--- src/source/spmd_pkg.sv ---
`default_nettype none

package spmd_pkg;

  // memory geometry
  localparam int data_width_lp = 32;
  localparam int addr_width_lp = 8;
  localparam int mem_words_lp  = 1 << addr_width_lp;

  localparam int num_tiles_lp       = 4;
  localparam int num_masters_lp     = 5;                 // tiles plus loader
  localparam int loader_id_lp       = num_masters_lp - 1;
  localparam int master_id_width_lp = $clog2(num_masters_lp);

  // memory map of the kernel
  localparam int slice_base_lp   = 0;
  localparam int slice_stride_lp = 32;
  localparam int result_base_lp  = 240;   // tile t writes at +t

  localparam int len_width_lp = 5;
  localparam int ctr_width_lp = 32;

  typedef enum logic [1:0] {
    OP_WRITE = 2'b00,
    OP_READ  = 2'b01,
    OP_START = 2'b10,
    OP_NOP   = 2'b11
  } host_op_e;

  typedef enum logic [2:0] {
    TS_IDLE,
    TS_REQ,
    TS_WAIT,   // read word arrives here
    TS_WRITE,
    TS_DONE
  } tile_state_e;

endpackage

`default_nettype wire
--- src/source/host_loader.sv ---
`default_nettype none

module host_loader
  import spmd_pkg::*;
  (input  wire logic                     clk_i
  ,input  wire logic                     rst_i
  // host side
  ,input  wire logic                     cmd_v_i
  ,input  wire host_op_e                 cmd_op_i
  ,input  wire logic [addr_width_lp-1:0] cmd_addr_i
  ,input  wire logic [data_width_lp-1:0] cmd_data_i
  ,output logic                          busy_o
  ,output logic                          rd_v_o
  ,output logic      [data_width_lp-1:0] rd_data_o
  // bus master
  ,output logic                          req_o
  ,output logic                          we_o
  ,output logic      [addr_width_lp-1:0] addr_o
  ,output logic      [data_width_lp-1:0] wdata_o
  ,input  wire logic                     gnt_i
  ,input  wire logic [data_width_lp-1:0] rdata_i
  // kernel control
  ,output logic                          start_o
  ,output logic      [len_width_lp-1:0]  len_o
  ,input  wire logic                     finish_i
  );

  logic                     req_r;
  logic                     run_r;     // kernel in flight
  logic                     start_r;
  logic                     rd_v_r;
  logic                     we_r;
  logic [addr_width_lp-1:0] addr_r;
  logic [data_width_lp-1:0] wdata_r;
  logic [len_width_lp-1:0]  len_r;
  logic                     cmd_take;

  assign cmd_take = cmd_v_i && !busy_o;

  always_ff @(posedge clk_i) begin
    if (rst_i) begin
      req_r   <= 1'b0;
      run_r   <= 1'b0;
      start_r <= 1'b0;
      rd_v_r  <= 1'b0;
    end else begin
      start_r <= 1'b0;
      rd_v_r  <= req_r && gnt_i && !we_r;  // data lands with this pulse
      if (cmd_take) begin
        case (cmd_op_i)
          OP_WRITE, OP_READ: req_r <= 1'b1;
          OP_START: begin
            run_r   <= 1'b1;
            start_r <= 1'b1;
          end
          default: ;
        endcase
      end else if (req_r && gnt_i) begin
        req_r <= 1'b0;
      end else if (run_r && finish_i && !start_r) begin
        // finish from an older run is still high during the start pulse
        run_r <= 1'b0;
      end
    end
  end

  always_ff @(posedge clk_i) begin
    if (cmd_take) begin
      we_r    <= (cmd_op_i == OP_WRITE);
      addr_r  <= cmd_addr_i;
      wdata_r <= cmd_data_i;
      if (cmd_op_i == OP_START) begin
        len_r <= cmd_data_i[len_width_lp-1:0];
      end
    end
  end

  assign busy_o    = req_r | run_r;
  assign rd_v_o    = rd_v_r;
  assign rd_data_o = rdata_i;
  assign req_o     = req_r;
  assign we_o      = we_r;
  assign addr_o    = addr_r;
  assign wdata_o   = wdata_r;
  assign start_o   = start_r;
  assign len_o     = len_r;

  // host must wait out a running kernel as well as a bus access
  no_cmd_when_busy_a: assert property (
    @(posedge clk_i) disable iff (rst_i)
    cmd_v_i |-> !busy_o
  ) else $error("host_loader: command strobed while busy");

endmodule

`default_nettype wire

--- config.mk ---
export PLATFORM = sky130hd
export DESIGN_NAME = host_loader
export DESIGN_NICKNAME = d
export VERILOG_FILES = /design/src/source/spmd_pkg.sv /design/src/source/host_loader.sv
export SDC_FILE = /design/constraint.sdc
export NUM_CORES = 1
export LEC_CHECK = 0
export BUFFER_PORTS_ARGS = -buffer_cell sky130_fd_sc_hd__buf_4
export CAP_MARGIN = 15
export CORE_UTILIZATION = 37
export CTS_BUF_LIST = sky130_fd_sc_hd__clkbuf_8 sky130_fd_sc_hd__clkbuf_16
export DETAILED_ROUTE_END_ITERATION = 8
export GPL_ROUTABILITY_DRIVEN = 0
export GPL_TIMING_DRIVEN = 0
export PLACE_DENSITY_LB_ADDON = 0.2
export RECOVER_POWER = 100
export SLEW_MARGIN = 0
export SYNTH_ARGS = -nofsm -noshare
export SYNTH_HDL_FRONTEND = slang
export SYNTH_SLANG_ARGS = --single-unit
--- constraint.sdc ---
create_clock -name clk_i -period 2.7 [get_ports clk_i]
set_input_delay 0.135 -clock clk_i [delete_from_list [all_inputs] [get_ports clk_i]]
set_output_delay 0.135 -clock clk_i [all_outputs]
set_load 0.005 [all_outputs]
==> flow_metrics.tcl <==
set metrics [dict create \
    outcome "finished clean" \
    yosys-top-cells-area "edfxtp_1 76%, buf_4 13%, dfxtp_1 4.4%, nand4b_4 1.3%, or2b_1 0.83%" \
    viasPerCell 4.12 \
    cts_max_level 2 \
    cts_made_buffers 5 \
    drtIter0Drc 41 \
    netlist_top_cells_count "46 x edfxtp_1, 32 x buf_4, 4 x dfxtp_1" \
    ir_worst_vdd_v 0.000254 \
    area_growth_pct 66.8 \
    worstHoldPathType "in -> reg" \
    synth_flop_cell "edfxtp_1" \
    ys_async_sr_fraction_pct 0 \
    slew_headroom_pct 75.7 \
    setup_viol 0 \
    antenna_left 0 \
    cts_tree "done" \
    postCtsHoldBufs 0 \
    netlist_area_sq_um 1820 \
    worstPathCellList "nor2_1 > and2_0 > buf_12" \
    critPathKind "reg -> reg" \
    synth.top_cell.area_share_pct 75.9 \
    start_kind "register" \
    maxCapViolations 0 \
    slowest_delay_ns 0.34 \
    design.portCount 161 \
    start_util_pct 38.5 \
    syn_inst 97 \
    grt_setup_unrepaired "false" \
    yosysSeqAreaShare_pct 80.3 \
    hold_ws_ns 0.0279 \
    min_period_ns 1.56 \
    core_area_sq_um 4720 \
    timing.final.hold_violations 0 \
    finalCritPeriodShare_pct 57.7 \
    post-synth-top-count-cell "edfxtp_1" \
    synth_edf_count 46 \
    tns_ns 0 \
    clk_latency_ns 0.29 \
    root_buffer "clkbuf_8" \
    port_buffers 128 \
    stdcell_area_sq_um 3040 \
    die_x_um 72.1 \
    cp_slowest_cell "dfxtp_1" \
    diodes 0 \
    cellPowerDensity_nw_per_um2 511 \
    end_kind "register" \
    grt_pass1_vias 1212 \
    dp_slack_ns 1.42 \
    fmaxAchievable_mhz 641 \
    cp.required_ns 2.68 \
    critPathMaxFanout 39 \
    globalRoute.totalOverflow 0 \
    grt_first_pass_wirelength_um 5670 \
    yosys.area.top_type "edfxtp_1" \
    avgRoutedWirePerCell_um 12.7 \
    row_count 25 \
    ys_seq_elements 50 \
    grt_max_degree 40 \
    antenna_found_initial 0 \
    finalMaxSlewViolations 0 \
    drive_above_1_share_pct 66.1 \
    ctsResizeCount 0 \
    vias 1286 \
    clkTransAtPathRegs_ns 0.08 \
    layout.nets 323 \
    fin_ws_ns 1.14 \
    placed_area_sq_um 2890 \
    max_slew.worst_pin.slew_ns 0.363 \
    fp.dieH_um 72.1 \
    drt-pass1-iter-count 4 \
    cts_setup_buffers 0 \
    drc 0 \
    yosys_warnings 0 \
    syn_nets 176 \
    clk_path_buf_depth 2 \
    grt.total_usage_pct 14.8 \
    skew_ns 0.00562 \
    yosysUniqueCellTypes 15 \
    cts.sinks 50 \
    arrival_ns 1.54 \
    dp_hpwl_um 3130 \
    routed_wl_um 3950 \
    avgSynthCellArea_sq_um 18.8 \
    p_leak_uw 0.00134 \
    dieArea_sq_um 5200 \
]
cell usage in the layout (no fill, tap or decap):
master	instances
clkbuf_8	5
nand4b_4	1
clkbuf_1	8
nor3_1	1
nor2_1	3
clkinv_1	1
and2_0	1
and3b_1	1
dlygate4sd3_1	11
clkinvlp_4	1
buf_12	1
a21oi_2	1
clkbuf_4	115
edfxtp_1	46
buf_4	37
clkinv_2	1
or2b_1	2
dfxtp_1	4
o22ai_1	1
nand3b_1	1
inv_1	2
nand2_1	1
state kept, by name, summed over array words and instances, names as in the netlist:
signal and cells:
len_o 5, addr_o 8, req_o 1, start_o 1, wdata_o 32, we_o 1
rd_v_o 1, run_r 1
routing by layer:
layer  vias to the layer above  wire, um  GRT usage (%)
li1                        607         -              -
met1                       576      1200           13.8
met2                        98      2220           28.0
met3                         5       477           6.39
met4                         0        44           5.88
met5                         -         0              0
worst max-delay path, delay by kind of cell (launching register included):
kind / cells / cell delay, ns
buf+inv: 1 / 0.27
flops: 1 / 0.34
simple gates: 2 / 0.63
final cells by class:
| type | count | area [sq um] |
|---|---|---|
| repair buffers | 140 | 1060 |
| plain buffers | 32 | 240 |
| clock inverters | 3 | 16.3 |
| flip-flops and latches | 50 | 1460 |
| clock buffers | 5 | 68.8 |
| multi-input cells | 13 | 96.3 |
| inverters | 2 | 7.51 |
| well taps | 67 | 83.8 |
| fillers | 384 | 1690 |
where the power goes:
group / internal (uW) / total, uW / switching (uW)
Clock: 177 / 401 / 223
Combinational: 157 / 238 / 81.2
Sequential: 901 / 913 / 11.5
Total: 1240 / 1550 / 316
through the flow:
stage	instances	utilization, %	total power (uW)
6_report	312	64.3	1550
2_1_floorplan	97	-	1000
4_1_cts	301	62.9	1580
3_3_place_gp	292	60.6	1170
3_5_place_dp	293	61.1	1180
5_1_grt	312	64.3	1620
cell families (layout without fill, tap and decap cells):
group	Yosys count	in the layout	share of synthesized area [%]
DFF	50	50	80.3
and+or+nand+nor	11	11	4.88
AOI/OAI and AO/OA	2	2	1.17
buffers and inverters	34	182	13.6
final timing paths:
check                     start                   end  slack [ns]  cells past startpoint
max          req_o$_SDFFE_PP0P_  wdata_o[3]$_DFFE_PP_        1.14                      3
min reg2reg      we_o$_DFFE_PP_     rd_v_o$_SDFF_PP0_        0.44                      1
min                       rst_i    req_o$_SDFFE_PP0P_        0.03                      2
max reg2reg  req_o$_SDFFE_PP0P_  wdata_o[3]$_DFFE_PP_        1.14                      3
No activity file was read; power rests on OpenSTA's default activity.
