--- config.mk ---
export PLATFORM = sky130hd
export DESIGN_NAME = spmd_tile
export DESIGN_NICKNAME = d
export VERILOG_FILES = /design/src/source/spmd_pkg.sv /design/src/source/spmd_tile.sv
export SDC_FILE = /design/constraint.sdc
export NUM_CORES = 1
export LEC_CHECK = 0
export ABC_AREA = 1
export BUFFER_PORTS_ARGS = -buffer_cell sky130_fd_sc_hd__buf_4
export CORE_ASPECT_RATIO = 1.75
export CORE_UTILIZATION = 50
export DETAILED_ROUTE_END_ITERATION = 8
export PLACE_DENSITY_LB_ADDON = 0.3
export SYNTH_ARGS = -nofsm -noshare
export SYNTH_HDL_FRONTEND = slang
export SYNTH_SLANG_ARGS = --single-unit
export TNS_END_PERCENT = 30
--- constraint.sdc ---
create_clock -name clk_i -period 5.3 [get_ports clk_i]
set_input_delay 1.325 -clock clk_i [delete_from_list [all_inputs] [get_ports clk_i]]
set_output_delay 1.325 -clock clk_i [all_outputs]
set_load 0.01 [all_outputs]
--- src/source/spmd_pkg.sv ---
`default_nettype none

package spmd_pkg;

  // memory geometry
  localparam int data_width_lp = 32;
  localparam int addr_width_lp = 8;
  localparam int mem_words_lp  = 1 << addr_width_lp;

  localparam int num_tiles_lp       = 4;
  localparam int num_masters_lp     = 5;                 // tiles plus loader
  localparam int loader_id_lp       = num_masters_lp - 1;
  localparam int master_id_width_lp = $clog2(num_masters_lp);

  // memory map of the kernel
  localparam int slice_base_lp   = 0;
  localparam int slice_stride_lp = 32;
  localparam int result_base_lp  = 240;   // tile t writes at +t

  localparam int len_width_lp = 5;
  localparam int ctr_width_lp = 32;

  typedef enum logic [1:0] {
    OP_WRITE = 2'b00,
    OP_READ  = 2'b01,
    OP_START = 2'b10,
    OP_NOP   = 2'b11
  } host_op_e;

  typedef enum logic [2:0] {
    TS_IDLE,
    TS_REQ,
    TS_WAIT,   // read word arrives here
    TS_WRITE,
    TS_DONE
  } tile_state_e;

endpackage

`default_nettype wire
--- src/source/spmd_tile.sv ---
`default_nettype none

module spmd_tile
  import spmd_pkg::*;
  #(parameter int tile_id_p = 0)
  (input  wire logic                     clk_i
  ,input  wire logic                     rst_i
  ,input  wire logic                     start_i
  ,input  wire logic [len_width_lp-1:0]  len_i
  ,output logic                          req_o
  ,output logic                          we_o
  ,output logic      [addr_width_lp-1:0] addr_o
  ,output logic      [data_width_lp-1:0] wdata_o
  ,input  wire logic                     gnt_i
  ,input  wire logic [data_width_lp-1:0] rdata_i
  ,output logic                          done_o
  );

  localparam logic [addr_width_lp-1:0] slice_addr_lp =
    addr_width_lp'(slice_base_lp + tile_id_p * slice_stride_lp);
  localparam logic [addr_width_lp-1:0] result_addr_lp =
    addr_width_lp'(result_base_lp + tile_id_p);

  tile_state_e              state_r;
  logic [len_width_lp-1:0]  len_r;
  logic [len_width_lp-1:0]  count_r;   // words summed so far
  logic [data_width_lp-1:0] sum_r;
  logic                     last_rd;

  assign last_rd = (count_r == len_r - len_width_lp'(1));

  always_ff @(posedge clk_i) begin
    if (rst_i) begin
      state_r <= TS_IDLE;
    end else begin
      case (state_r)
        TS_IDLE, TS_DONE: begin
          if (start_i) begin
            state_r <= TS_REQ;
          end
        end
        TS_REQ: begin
          if (gnt_i) begin
            state_r <= TS_WAIT;
          end
        end
        TS_WAIT: state_r <= last_rd ? TS_WRITE : TS_REQ;
        TS_WRITE: begin
          if (gnt_i) begin
            state_r <= TS_DONE;
          end
        end
        default: state_r <= TS_IDLE;
      endcase
    end
  end

  // accumulator, restarted by each start
  always_ff @(posedge clk_i) begin
    if (start_i) begin
      len_r   <= len_i;
      count_r <= '0;
      sum_r   <= '0;
    end else if (state_r == TS_WAIT) begin
      sum_r   <= sum_r + rdata_i;
      count_r <= count_r + len_width_lp'(1);
    end
  end

  assign req_o   = (state_r == TS_REQ) || (state_r == TS_WRITE);
  assign we_o    = (state_r == TS_WRITE);
  assign addr_o  = we_o ? result_addr_lp : slice_addr_lp + addr_width_lp'(count_r);
  assign wdata_o = sum_r;
  assign done_o  = (state_r == TS_DONE);

  // loader only starts a kernel once every tile is back to rest
  start_at_rest_a: assert property (
    @(posedge clk_i) disable iff (rst_i)
    start_i |-> (state_r inside {TS_IDLE, TS_DONE})
  ) else $error("spmd_tile %0d: start while kernel running", tile_id_p);

endmodule

`default_nettype wire

==> flow_summary.json <==
{
  "outcome": "complete, no violations",
  "drtAntennaViolNets": 0,
  "r2r_end": "count_r[4]",
  "slew_headroom_pct": 40.58,
  "synthMuxAreaShare_pct": 0,
  "ctsHtreeMaxLevel": 2,
  "min_from": "state_r[2]",
  "synth_top_cell_area_share_pct": 20.47,
  "gp_congestion": 0.9391,
  "total_power_mw": 1.165,
  "max-cap-violations": 0,
  "grt_pass1_vias": 4576,
  "cts_tree": "built",
  "path_class": "reg2out",
  "finalSetupViolCount": 0,
  "hold_violations": 0,
  "tightest_slew_ns": 0.8899,
  "wl_um": 12700,
  "crit_required_ns": 3.97,
  "die_x_um": 72.92,
  "post-route-period-util_pct": 54.08,
  "insertion_delay_ns": 0.29,
  "vias": 4698,
  "io_pins": 84,
  "synth_cell_type_count": 33,
  "yosysWarnings": 0,
  "grt_first_pass_wirelength_um": 20440,
  "finalClockSkew_ns": 0.007591,
  "fin_setup_tns_ns": 0,
  "min_to": "state_r[2]",
  "crit_chain": "inv_1 > nand2_1 > nor2_1 > nor2_1 > buf_4",
  "fin_nets": 897,
  "cts.sinks": 45,
  "grt_overflow": 0,
  "postCtsResizedCells": 0,
  "crit_path_max_incr_delay_ns": 0.45,
  "drv_slew": 0,
  "rows": 44,
  "holdBufCountCts": 0,
  "cp_max_fo": 10,
  "synth_area_leaders": "nand2_1 (20%), dfxtp_1 (18%), inv_1 (13%)",
  "path_common_cell": "nor2_1",
  "post-synth-top-area-cell": "nand2_1",
  "synthTopCellsByCount": "nand2_1 (240), inv_1 (149), nand3_1 (45)",
  "ctsLongestPathBuffers": 2,
  "synth-compound-area-share_pct": 11.49,
  "synth_edf_count": 5,
  "synth_cells": 743,
  "power-per-cell-area_mw_per_mm2": 221.5,
  "min_path_type": "reg2reg",
  "synthFlopType": "dfxtp_1",
  "io_buffers": 83,
  "ff2ff_setup_slack_ns": 3.24,
  "cts_setup_buffers": 0,
  "numCtsBuffers": 5,
  "worst_r2r_path_depth": 8,
  "wl_per_cell_um": 13.54,
  "startpoint_type": "flop",
  "yosysMostFrequentCell": "nand2_1",
  "clkTransAtPathRegs_ns": 0.07,
  "min_period_ns": 2.866,
  "synth-async-reset-ratio_pct": 0,
  "fillCellCount": 883,
  "diodes": 0,
  "endpoint_kind": "output port",
  "drc": 0,
  "synth_top_family_by_area": "simple AND/OR/NAND/NOR gates",
  "syn_avg_cell_area_um2": 5.923,
  "die_h_um": 126.1,
  "synthesis.nets": 818,
  "ys_seq_elements": 45,
  "cts-root-buf": "clkbuf_16",
  "vias_per_cell": 5.009,
  "cp.arrival_ns": 1.54,
  "drtPass1Iterations": 4,
  "synth_fa_ha_area_share_pct": 9.838,
  "die_area_mm2": 0.009195,
  "seq_area_frac_synth_pct": 21.61,
  "syn_area_mm2": 0.004400,
  "drt_iter0_drc": 156,
  "holdPathStages": 2,
  "grt_max_degree": 53,
  "dp.final_hpwl_um": 10510,
  "syn_to_final_growth_pct": 19.56,
  "synthXorXnorAreaFrac_pct": 3.981,
  "cp_slowest_cell": "nor2_1",
  "core-area_mm2": 0.008423,
  "max_freq_mhz": 348.9,
  "drive_above_1_share_pct": 17.62,
  "r2r-start": "state_r[0]",
  "rsz0062_at_grt": "no",
  "peakVddDrop_mv": 0.1538,
  "total_leakage_power_nw": 3.137,
  "antenna_found_initial": 0,
  "yosys.area_share.simple_pct": 37.48,
  "start_util_pct": 52.24,
  "grt_util_all_layers_pct": 28.56
}
[through the flow]
step | cell area, µm² | hold WS [ns] | instances | worst slack (ns) | utilization [%]
after floorplan | 4400 | 0.4509 | 743 | 2.523 | -
after global placement | 5111 | 0.4675 | 930 | 2.133 | 60.68
after detailed placement | 5111 | 0.4835 | 930 | 2.146 | 60.68
after CTS | 5261 | 0.4937 | 938 | 2.444 | 62.46
after global routing | 5261 | 0.5150 | 938 | 2.293 | 62.46
final | 5261 | 0.4920 | 938 | 2.434 | 62.46
[worst max-delay path by stage]
stage                 from          end  slack (ns)
3_5_place_dp    rdata_i[0]  wdata_o[16]        2.15
3_3_place_gp   rdata_i[12]  wdata_o[17]        2.13
6_report        state_r[2]    addr_o[3]        2.43
2_1_floorplan   rdata_i[0]  wdata_o[16]        2.52
5_1_grt         rdata_i[0]  wdata_o[24]        2.29
4_1_cts         state_r[2]    addr_o[3]        2.44
[sequential cells by signal (all words and copies together) (netlist names)]
signal / cells
count_r: 5
len_r: 5
state_r: 3
wdata_o: 32
[routing by layer]
layer | vias up | share of wire [%] | track usage [%]
li1 | 2430 | - | -
met1 | 2135 | 37 | 27.32
met2 | 103 | 55 | 56.73
met3 | 30 | 3.1 | 3.920
met4 | 0 | 4.1 | 13.49
met5 | - | 0 | 0
[final cells by class]
| type | count | area [µm²] | area share [%] |
|---|---|---|---|
| Timing Repair Buffer | 85 | 638.1 | 12.13 |
| Tap cell | 115 | 143.9 | 2.735 |
| Clock buffer | 5 | 125.1 | 2.378 |
| Inverter | 164 | 615.6 | 11.70 |
| Clock inverter | 3 | 25.02 | 0.4756 |
| Multi-Input combinational cell | 521 | 2763 | 52.51 |
| Sequential cell | 45 | 950.9 | 18.07 |
[placed cells by master (no fill, tap or decap), drive strengths merged, types with 23 or more instances in the layout]
cell type  synthesis  routed
o21ai             23      23
dfxtp             40      40
a21oi             33      33
nand2            258     258
inv              164     165
buf               10      85
nand3             48      48
ha                33      33
nor2              51      51
[kinds of logic (layout without fill, tap and decap cells)]
family	after synthesis	after routing
buf+inv	177	257
simple gates	382	382
flops	45	45
xor+xnor	20	20
compound gates	85	85
fa+ha+maj	34	34
[critical path: cells and delay by family (launching register included)]
family,cells,cell delay [ns]
simple gates,3,0.63
flops,1,0.32
buf+inv,2,0.29
[report_power, final]
group | internal (mW) | switching [mW]
Sequential | 0.372 | 0.0235
Combinational | 0.170 | 0.270
Clock | 0.178 | 0.152
Total | 0.720 | 0.445
Note: power is estimated with default switching activity, not from simulation.
