--- src/source/spmd_pkg.sv ---
`default_nettype none

package spmd_pkg;

  // memory geometry
  localparam int data_width_lp = 32;
  localparam int addr_width_lp = 8;
  localparam int mem_words_lp  = 1 << addr_width_lp;

  localparam int num_tiles_lp       = 4;
  localparam int num_masters_lp     = 5;                 // tiles plus loader
  localparam int loader_id_lp       = num_masters_lp - 1;
  localparam int master_id_width_lp = $clog2(num_masters_lp);

  // memory map of the kernel
  localparam int slice_base_lp   = 0;
  localparam int slice_stride_lp = 32;
  localparam int result_base_lp  = 240;   // tile t writes at +t

  localparam int len_width_lp = 5;
  localparam int ctr_width_lp = 32;

  typedef enum logic [1:0] {
    OP_WRITE = 2'b00,
    OP_READ  = 2'b01,
    OP_START = 2'b10,
    OP_NOP   = 2'b11
  } host_op_e;

  typedef enum logic [2:0] {
    TS_IDLE,
    TS_REQ,
    TS_WAIT,   // read word arrives here
    TS_WRITE,
    TS_DONE
  } tile_state_e;

endpackage

`default_nettype wire
--- src/source/finish_monitor.sv ---
`default_nettype none

module finish_monitor
  import spmd_pkg::*;
  (input  wire logic                    clk_i
  ,input  wire logic                    rst_i
  ,input  wire logic                    start_i
  ,input  wire logic [num_tiles_lp-1:0] done_i
  ,output logic                         finish_o
  ,output logic      [ctr_width_lp-1:0] cycle_count_o
  );

  logic                    run_r;
  logic                    finish_r;
  logic [ctr_width_lp-1:0] ctr_r;
  logic                    all_done;

  assign all_done = &done_i;

  always_ff @(posedge clk_i) begin
    if (rst_i) begin
      run_r    <= 1'b0;
      finish_r <= 1'b0;
      ctr_r    <= '0;
    end else if (start_i) begin
      run_r    <= 1'b1;
      finish_r <= 1'b0;
      ctr_r    <= '0;
    end else if (run_r) begin
      if (all_done) begin
        run_r    <= 1'b0;
        finish_r <= 1'b1;   // held until next start
      end else begin
        ctr_r <= ctr_r + ctr_width_lp'(1);
      end
    end
  end

  assign finish_o      = finish_r;
  assign cycle_count_o = ctr_r;

endmodule

`default_nettype wire

--- config.mk ---
export PLATFORM = sky130hd
export DESIGN_NAME = finish_monitor
export DESIGN_NICKNAME = d
export VERILOG_FILES = /design/src/source/spmd_pkg.sv /design/src/source/finish_monitor.sv
export SDC_FILE = /design/constraint.sdc
export NUM_CORES = 1
export LEC_CHECK = 0
export BUFFER_PORTS_ARGS = -buffer_cell sky130_fd_sc_hd__buf_2
export CAP_MARGIN = 20
export CORE_MARGIN = 3
export CORE_UTILIZATION = 46
export DETAILED_ROUTE_END_ITERATION = 10
export GPL_TIMING_DRIVEN = 0
export HOLD_SLACK_MARGIN = 0.06
export PLACE_DENSITY = 0.78
export SETUP_SLACK_MARGIN = 0.15
export SLEW_MARGIN = 20
export SYNTH_ARGS = -nofsm -noshare
export SYNTH_HDL_FRONTEND = slang
export SYNTH_SLANG_ARGS = --single-unit
--- constraint.sdc ---
create_clock -name clk_i -period 3.85 [get_ports clk_i]
set_clock_uncertainty 0.2 [all_clocks]
set_input_delay 0.5775 -clock clk_i [delete_from_list [all_inputs] [get_ports clk_i]]
set_output_delay 0.5775 -clock clk_i [all_outputs]
set_load 0.03 [all_outputs]
==> run summary, run 1 <==
status -> completed
Slew Viols, Final -> 0
area post-placement -> 0.00191 sq mm
Tot Pwr -> 0.574 mW
diodes inserted -> 0
via count -> 1680
via-per-instance ratio -> 5.85
synthesized area -> 0.00166 sq mm
crit end category -> flip-flop
Synth Area per Inst -> 8.46 sq um
TritonCTS Buffers -> 5
Seq/Total Area, Yosys -> 41.0%
clock root cell -> clkbuf_4
layout cells sized above 1 -> 21.2%
CTS sink cnt -> 34
cts repair resizes -> 0
period utilisation layout -> 57.6%
core area -> 0.00342 sq mm
most common cell in the netlist -> dfxtp_1
IO Port Bufs -> 39
drt drc -> 0
number of synthesized flops with an enable pin -> 0
worst path arrival time -> 2.22 ns
Filler cells -> 330
f_max -> 451 MHz
worst hold-check path type -> input port to flip-flop
most common flop cell mapped by yosys -> dfxtp_1
CP Class -> flip-flop to flip-flop
initial antenna violation count -> 0
Max-Cap Viols -> 0
I/O pin count -> 40
r2r setup slk -> 1.63 ns
slew at the pin with the worst max-slew slack -> 0.489 ns
worst r2r path cells -> 6
area delta synth->final -> 18.3%
Synth cell types -> 32
CP max FO -> 10
Seq cells post-synth -> 34
worst-path cell chain -> and4_1, nand4_1, clkbuf_1, clkbuf_1, o31ai_1, a21oi_1
postcts setup bufs -> 0
GPL Wtd Cong -> 0.777
CP max stage delay -> 0.45 ns
die height -> 66.1 um
Tot GR Track Use -> 19.7%
post-synthesis async set-or-reset flop share -> 0%
total iterations of the first detailed-routing run -> 4
Worst path slowest cell -> dfxtp_1
final non-filler cell total -> 287
Starting Density -> 48.6%
first-pass GRT wire length -> 6.68 mm
CP startpoint kind -> flip-flop
endpoints failing setup -> 0
Power Density -> 293 mW/mm^2
post-placement cell count -> 281
Max-slew headroom -> 67.4%
Ys Warns -> 0
commonest cells in the netlist -> 34 x dfxtp_1, 22 x a21oi_1, 16 x nand2_1
data required time at the worst endpoint -> 3.85 ns
vias in the first global route -> 1450
Max Root-Sink Buffers -> 2
Avg WL per Cell -> 14.3 um
top-area cell type share of the netlist area -> 41.0%
total routed wirelength -> 4.12 mm
Hold Vio Cnt, Final -> 0
grt total ovfl -> 0
die area -> 0.00436 sq mm
Post-Synthesis Cells -> 196
Lkg Pwr -> 0.715 nW
hold depth -> 2
H-Tree Depth -> 2
RSZ-0062 raised after global routing -> false
leading area contributor after synthesis -> dfxtp_1
TritonCTS clock tree -> done
Final nets -> 250
Peak VDD IR -> 0.185 mV
CTS Hold Buffers Added -> 0
min Tclk post-route -> 2.22 ns
largest net degree at the start of global routing -> 11
Crit path top cell by count -> clkbuf_1
clk_lat worst skew -> 0.34 ns
setup tns final -> 0 ns
synth top area cells -> dfxtp_1 41%, a21oi_1 6.6%, o31ai_1 5.9%
hpwl dp -> 2.98 mm
die width -> 66.1 um
Final ANT Viol Nets -> 0
Worst-path clk slew -> 0.10 ns
# rows -> 21
post-route cell area -> 0.00196 sq mm
Syn Nets -> 204
final core occ -> 57.5%
initial DRC count -> 106
-- layout make-up --
type / count / area [sq um] / area share, %
Multi-Input combinational cell: 151 / 928 / 47.3
Buffer: 9 / 42.5 / 2.17
Inverter: 2 / 7.51 / 0.382
Sequential cell: 34 / 681 / 34.7
Clock buffer: 6 / 51.3 / 2.61
Timing Repair Buffer: 39 / 195 / 9.94
Tap cell: 46 / 57.6 / 2.93
-- kinds of logic after synthesis --
group           synth area share (%)
xor+xnor                        3.70
fa+ha+maj                      0.754
mux                             2.41
compound gates                  15.3
flops                           41.0
simple gates                    33.8
buf+inv                         3.02
-- layer usage --
metal	up-vias	part of all wire, %	wire length [um]	track usage (%)
met5	-	0	0	0
met4	0	1.3	53	7.11
met3	7	5.9	243	4.76
met2	46	45	1850	30.5
met1	779	48	1970	26.4
li1	848	-	-	-
-- per-stage QoR --
| step | hold WS (ns) | setup WS [ns] |
|---|---|---|
| 2_1_floorplan | 0.324 | 1.68 |
| 5_1_grt | 0.260 | 1.40 |
| 4_1_cts | 0.256 | 1.66 |
| 3_5_place_dp | 0.259 | 1.42 |
| 3_3_place_gp | 0.248 | 1.43 |
| 6_report | 0.262 | 1.63 |
-- state kept, by name (all words and copies together), names as in the netlist --
name and cells:
finish_o 1, cycle_count_o 32, run_r 1
-- report_power, final --
part,internal (mW),switching (mW)
sequential,0.353,0.00244
clock,0.0823,0.116
combinational,0.00675,0.0136
-- cells in the final DEF, fill, tap and decap left out, types with 2 or more instances in the layout --
cell	instances
buf_2	40
dfxtp_1	34
a21oi_1	22
nand2_1	16
nand4_1	13
o31ai_1	13
or4_1	13
nand3_1	11
or3_1	11
nor2_1	11
clkbuf_1	6
o21ai_0	6
and4_1	5
clkbuf_4	5
xor2_1	4
mux2i_1	4
and3_1	3
xnor2_1	3
nor3_1	3
nor4_1	3
inv_1	2
-- worst paths after layout --
path,to,startpoint
max,cycle_count_o[19]$_SDFFE_PP0P_,cycle_count_o[2]$_SDFFE_PP0P_
min,run_r$_SDFF_PP0_,rst_i
max reg2reg,cycle_count_o[19]$_SDFFE_PP0P_,cycle_count_o[2]$_SDFFE_PP0P_
min reg2reg,finish_o$_SDFFE_PP0P_,finish_o$_SDFFE_PP0P_
-- worst max-delay path, delay by kind of cell (launching register included) --
kind            cells  cell delay [ns]
simple gates        2             0.47
flops               1             0.45
buf+inv             2             0.57
compound gates      2             0.39
Power figures use the tool's default switching activity.
==> run 2, diff against run 1 <==
Clock period 3.85 ns to 2.35 ns, I/O delays scaled along.
==> run summary, run 2 (synthesis results as in run 1) <==
status -> completed
max reg flops -> 32 (unchanged)
die area -> 0.00436 sq mm (unchanged)
Slew Viols, Final -> 0 (unchanged)
via count -> 1678 (-0.12%)
Tot Pwr -> 0.943 mW (+64%)
pre-CTS setup slack -> 0.140 ns (-1.28 ns)
Tot GR Track Use -> 19.7% (+0.071 points)
die height -> 66.1 um (unchanged)
CTS sink cnt -> 34 (unchanged)
CP Capture Point -> cycle_count_o[24]$_SDFFE_PP0P_
most common cell after layout, fill and taps aside -> buf_2
CP max FO -> 10 (unchanged)
layout cells sized above 1 -> 26.1% (+5.0 points)
CP Class -> flip-flop to flip-flop
Worst-path clk slew -> 0.10 ns (about the same)
worst path arrival time -> 2.14 ns (-0.08 ns)
clk_lat worst skew -> 0.34 ns (about the same)
via-per-instance ratio -> 5.77 (-1.5%)
initial antenna violation count -> 0 (unchanged)
Worst setup startpoint -> cycle_count_o[6]$_SDFFE_PP0P_
most frequent cells in the layout -> 40 x buf_2, 27 x dfxtp_1, 22 x a21oi_1, 16 x nand2_1
r2r setup slk -> 0.28 ns (-1.35 ns)
vias in the first global route -> 1457 (+0.48%)
Max-slew headroom -> 67.0% (-0.37 points)
core area -> 0.00342 sq mm (unchanged)
RSZ-0062 raised after global routing -> true
die width -> 66.1 um (unchanged)
Lkg Pwr -> 0.741 nW (+3.6%)
Max Root-Sink Buffers -> 2 (unchanged)
min Tclk post-route -> 2.07 ns (-0.145 ns)
initial DRC count -> 107 (+0.94%)
IO Port Bufs -> 39 (unchanged)
H-Tree Depth -> 2 (unchanged)
final worst slack -> 0.277 ns (-1.35 ns)
multi-input logic area -> 935 sq um (+0.67%)
endpoints failing setup -> 0 (unchanged)
register area -> 689 sq um (+1.3%)
TritonCTS clock tree -> done
CP startpoint kind -> flip-flop
TritonCTS Buffers -> 5 (unchanged)
diodes inserted -> 0 (unchanged)
worst hold-check path type -> input port to flip-flop
period utilisation layout -> 88.2% (+31 points)
setup tns final -> 0 ns (unchanged)
# rows -> 21 (unchanged)
crit end category -> flip-flop
Power Density -> 468 mW/mm^2 (+60%)
area delta synth->final -> 21.5%
Hold Vio Cnt, Final -> 0 (unchanged)
drt drc -> 0 (unchanged)
clock root cell -> clkbuf_4
I/O pin count -> 40 (unchanged)
worst r2r path cells -> 5 (-1)
largest net degree at the start of global routing -> 11 (unchanged)
total iterations of the first detailed-routing run -> 4 (unchanged)
Avg WL per Cell -> 14.4 um (+0.73%)
Max-Cap Viols -> 0 (unchanged)
Final nets -> 254 (+1.6%)
slew at the pin with the worst max-slew slack -> 0.495 ns (+0.00558 ns)
RR Endpoint -> cycle_count_o[24]$_SDFFE_PP0P_
f_max -> 482 MHz (+7.0%)
hpwl dp -> 2.98 mm (unchanged)
reg2reg start -> cycle_count_o[6]$_SDFFE_PP0P_
Final ANT Viol Nets -> 0 (unchanged)
first-pass GRT wire length -> 6.71 mm (+0.40%)
Peak VDD IR -> 0.337 mV (+82%)
final core occ -> 59.0% (+1.5 points)
total routed wirelength -> 4.20 mm (+2.1%)
Starting Density -> 48.6% (unchanged)
grt total ovfl -> 0 (unchanged)
data required time at the worst endpoint -> 2.41 ns (-1.44 ns)
Filler cells -> 329 (-0.30%)
GPL Wtd Cong -> 0.777 (unchanged)
[run 2: cell types whose count changed in the layout (fill, tap and decap cells not counted)]
cell	delta
dfxtp_1	-7
dfxtp_2	+7
buf_4	+3
clkbuf_1	-2
clkbuf_2	+1
clkbuf_4	+1
dlygate4sd3_1	+1
nor4_1	-1
nor4_2	+1
[run 2: how the worst min path moves through the flow]
stage	from	slack (ns)	to	cells past startpoint
after floorplan	rst_i	0.22	run_r$_SDFF_PP0_	1
after global placement	finish_o$_SDFFE_PP0P_	0.25	finish_o$_SDFFE_PP0P_	2
after detailed placement	finish_o$_SDFFE_PP0P_	0.26	finish_o$_SDFFE_PP0P_	2
after CTS	start_i	0.1	run_r$_SDFF_PP0_	3
after global routing	start_i	0.12	run_r$_SDFF_PP0_	3
final	start_i	0.12	run_r$_SDFF_PP0_	3
[run 2: critical path, cell delays in order, from the launching register on]
cell and delay (ns):
dfxtp_1 0.43, nand4_1 0.16, or3_4 0.40, buf_6 0.14
or4_1 0.49, a21oi_1 0.17
[run 2: metrics by stage]
step | hold WS [ns] | cell area (sq um) | cells
2_1_floorplan | 0.225 | 1660 | 196
3_3_place_gp | 0.248 | 1910 | 281
3_5_place_dp | 0.259 | 1910 | 281
4_1_cts | 0.0975 | 1970 | 288
5_1_grt | 0.121 | 2020 | 291
6_report | 0.123 | 2020 | 291
[run 2: area by class of cell]
type,count,area share [%]
flip-flops and latches,34,34.2
clock buffers,6,2.55
plain buffers,9,2.36
inverters,2,0.372
repair buffers,43,11.3
well taps,46,2.86
multi-input cells,151,46.4
[run 2: report_power, final]
group	internal, mW	switching [mW]	total (mW)	leakage, nW
Clock	0.135	0.191	0.325	0.0302
Combinational	0.0121	0.0228	0.0349	0.433
Sequential	0.578	0.00407	0.582	0.278
Total	0.725	0.218	0.943	0.741
[run 2: per-layer routing]
metal,share of wire (%),GRT usage (%)
met2,45,30.5
met5,0,0
met1,47,26.6
met4,1.3,7.11
met3,6.4,4.76
[run 2: what timing repair did]
| item | CTS | global route |
|---|---|---|
| gates resized for setup | 0 | 14 |
| buffers inserted | 0 | 3 |
| endpoints found under the setup margin | 0 | 17 |
| hold buffers | 1 | 0 |
| hold endpoints to repair | 1 | 0 |
==> run 3, diff against run 2 <==
Settings changed: RECOVER_POWER set to 100.
==> run summary, run 3 (synthesis results as in run 1) <==
final core occ -> 57.7% (-1.4 points)
clk_lat worst skew -> 0.34 ns (about the same)
Starting Density -> 48.6% (unchanged)
CP Class -> flip-flop to flip-flop
worst-path cell chain -> nand3_2, or3_1, clkbuf_1, or4_1, a21oi_1
largest net degree at the start of global routing -> 11 (unchanged)
# rows -> 21 (unchanged)
grt total ovfl -> 0 (unchanged)
via count -> 1693 (+0.89%)
worst hold-check path type -> input port to flip-flop
I/O pin count -> 40 (unchanged)
Lkg Pwr -> 0.591 nW (-20%)
diodes inserted -> 0 (unchanged)
Avg WL per Cell -> 14.5 um (+0.40%)
Power Density -> 480 mW/mm^2 (+2.6%)
area post-placement -> 0.00191 sq mm (unchanged)
via-per-instance ratio -> 5.82 (+0.89%)
area delta synth->final -> 18.7%
Max Root-Sink Buffers -> 2 (unchanged)
TritonCTS clock tree -> done
initial DRC count -> 130 (+21%)
data required time at the worst endpoint -> 2.42 ns (about the same)
die area -> 0.00436 sq mm (unchanged)
Final ANT Viol Nets -> 0 (unchanged)
first-pass GRT wire length -> 6.71 mm (unchanged)
slew at the pin with the worst max-slew slack -> 0.504 ns (+0.00884 ns)
final worst slack -> 0.226 ns (-0.0505 ns)
Worst path slowest cell -> or3_1
endpoints failing setup -> 0 (unchanged)
vias in the first global route -> 1457 (unchanged)
total routed wirelength -> 4.22 mm (+0.40%)
status -> completed
Peak VDD IR -> 0.338 mV (+0.27%)
CP max stage delay -> 0.45 ns (-0.04 ns)
CP max FO -> 10 (unchanged)
most frequent cells in the layout -> 40 x clkbuf_1, 27 x dfxtp_1, 22 x a21oi_1, 16 x nand2_1
IO Port Bufs -> 39 (unchanged)
die width -> 66.1 um (unchanged)
H-Tree Depth -> 2 (unchanged)
layout cells sized above 1 -> 11.8% (-14 points)
TritonCTS Buffers -> 5 (unchanged)
die height -> 66.1 um (unchanged)
multi-input logic area -> 935 sq um (unchanged)
Tot GR Track Use -> 19.7% (unchanged)
Slew Viols, Final -> 0 (unchanged)
most common cell after layout, fill and taps aside -> clkbuf_1
register area -> 689 sq um (unchanged)
hpwl dp -> 2.98 mm (unchanged)
drt drc -> 0 (unchanged)
min Tclk post-route -> 2.12 ns (+0.0505 ns)
Worst-path clk slew -> 0.10 ns (about the same)
crit end category -> flip-flop
period utilisation layout -> 90.4% (+2.1 points)
worst path arrival time -> 2.19 ns (+0.05 ns)
Final nets -> 254 (unchanged)
post-route cell area -> 0.00197 sq mm (-2.3%)
CTS sink cnt -> 34 (unchanged)
max reg flops -> 32 (unchanged)
Max-Cap Viols -> 0 (unchanged)
clock root cell -> clkbuf_4
WHS -> 0.120 ns (-0.00286 ns)
setup tns final -> 0 ns (unchanged)
GPL Wtd Cong -> 0.777 (unchanged)
RSZ-0062 raised after global routing -> true
Filler cells -> 346 (+5.2%)
Max-slew headroom -> 66.4% (-0.59 points)
initial antenna violation count -> 0 (unchanged)
total iterations of the first detailed-routing run -> 4 (unchanged)
Hold Vio Cnt, Final -> 0 (unchanged)
core area -> 0.00342 sq mm (unchanged)
f_max -> 471 MHz (-2.4%)
CP startpoint kind -> flip-flop
pre-CTS setup slack -> 0.140 ns (unchanged)
-- run 3: changes by cell type in the layout (fill, tap and decap cells not counted) --
cell,delta
buf_1,-1
buf_2,-35
clkbuf_1,+36
clkbuf_2,+1
clkbuf_4,-1
-- run 3: where the power goes --
part	internal (mW)	leakage, nW	switching, mW
clock	0.135	0.0302	0.193
combinational	0.0116	0.283	0.0229
sequential	0.578	0.278	0.00406
-- run 3: final timing paths --
check	startpoint	to	slack, ns	depth (start not counted)
worst max-delay path	cycle_count_o[9]$_SDFFE_PP0P_	cycle_count_o[23]$_SDFFE_PP0P_	0.23	5
worst min-delay path	start_i	run_r$_SDFF_PP0_	0.12	3
worst max register to register	cycle_count_o[9]$_SDFFE_PP0P_	cycle_count_o[23]$_SDFFE_PP0P_	0.23	5
worst min register to register	finish_o$_SDFFE_PP0P_	finish_o$_SDFFE_PP0P_	0.28	2
-- run 3: routing by layer --
metal / global-route usage [%] / routed length (um)
met1: 26.6 / 2000
met2: 30.5 / 1910
met3: 4.76 / 255
met4: 7.11 / 54
met5: 0 / 0
-- run 3: cell type report --
| class | count | area share (%) |
|---|---|---|
| Clock buffer | 6 | 2.60 |
| Sequential cell | 34 | 35.0 |
| Inverter | 2 | 0.381 |
| Buffer | 9 | 2.22 |
| Tap cell | 46 | 2.92 |
| Timing Repair Buffer | 43 | 9.40 |
| Multi-Input combinational cell | 151 | 47.5 |
-- run 3: metrics by stage --
stage	total power, mW	std cells
3_5_place_dp	0.629	281
3_3_place_gp	0.628	281
2_1_floorplan	0.614	196
5_1_grt	0.974	291
6_report	0.945	291
4_1_cts	0.945	288
-- run 3: repair_timing --
action                                 CTS  global route
setup endpoints to repair                0            17
endpoints found under the hold margin    1             0
setup buffers                            0             3
hold buffers                             1             0
resized for setup                        0            14
-- run 3: worst max-delay path: cells and delay by family, from the launching register on --
family          cells  cell delay (ns)
compound gates      1             0.15
buf+inv             1             0.23
simple gates        3             1.04
flops               1             0.43
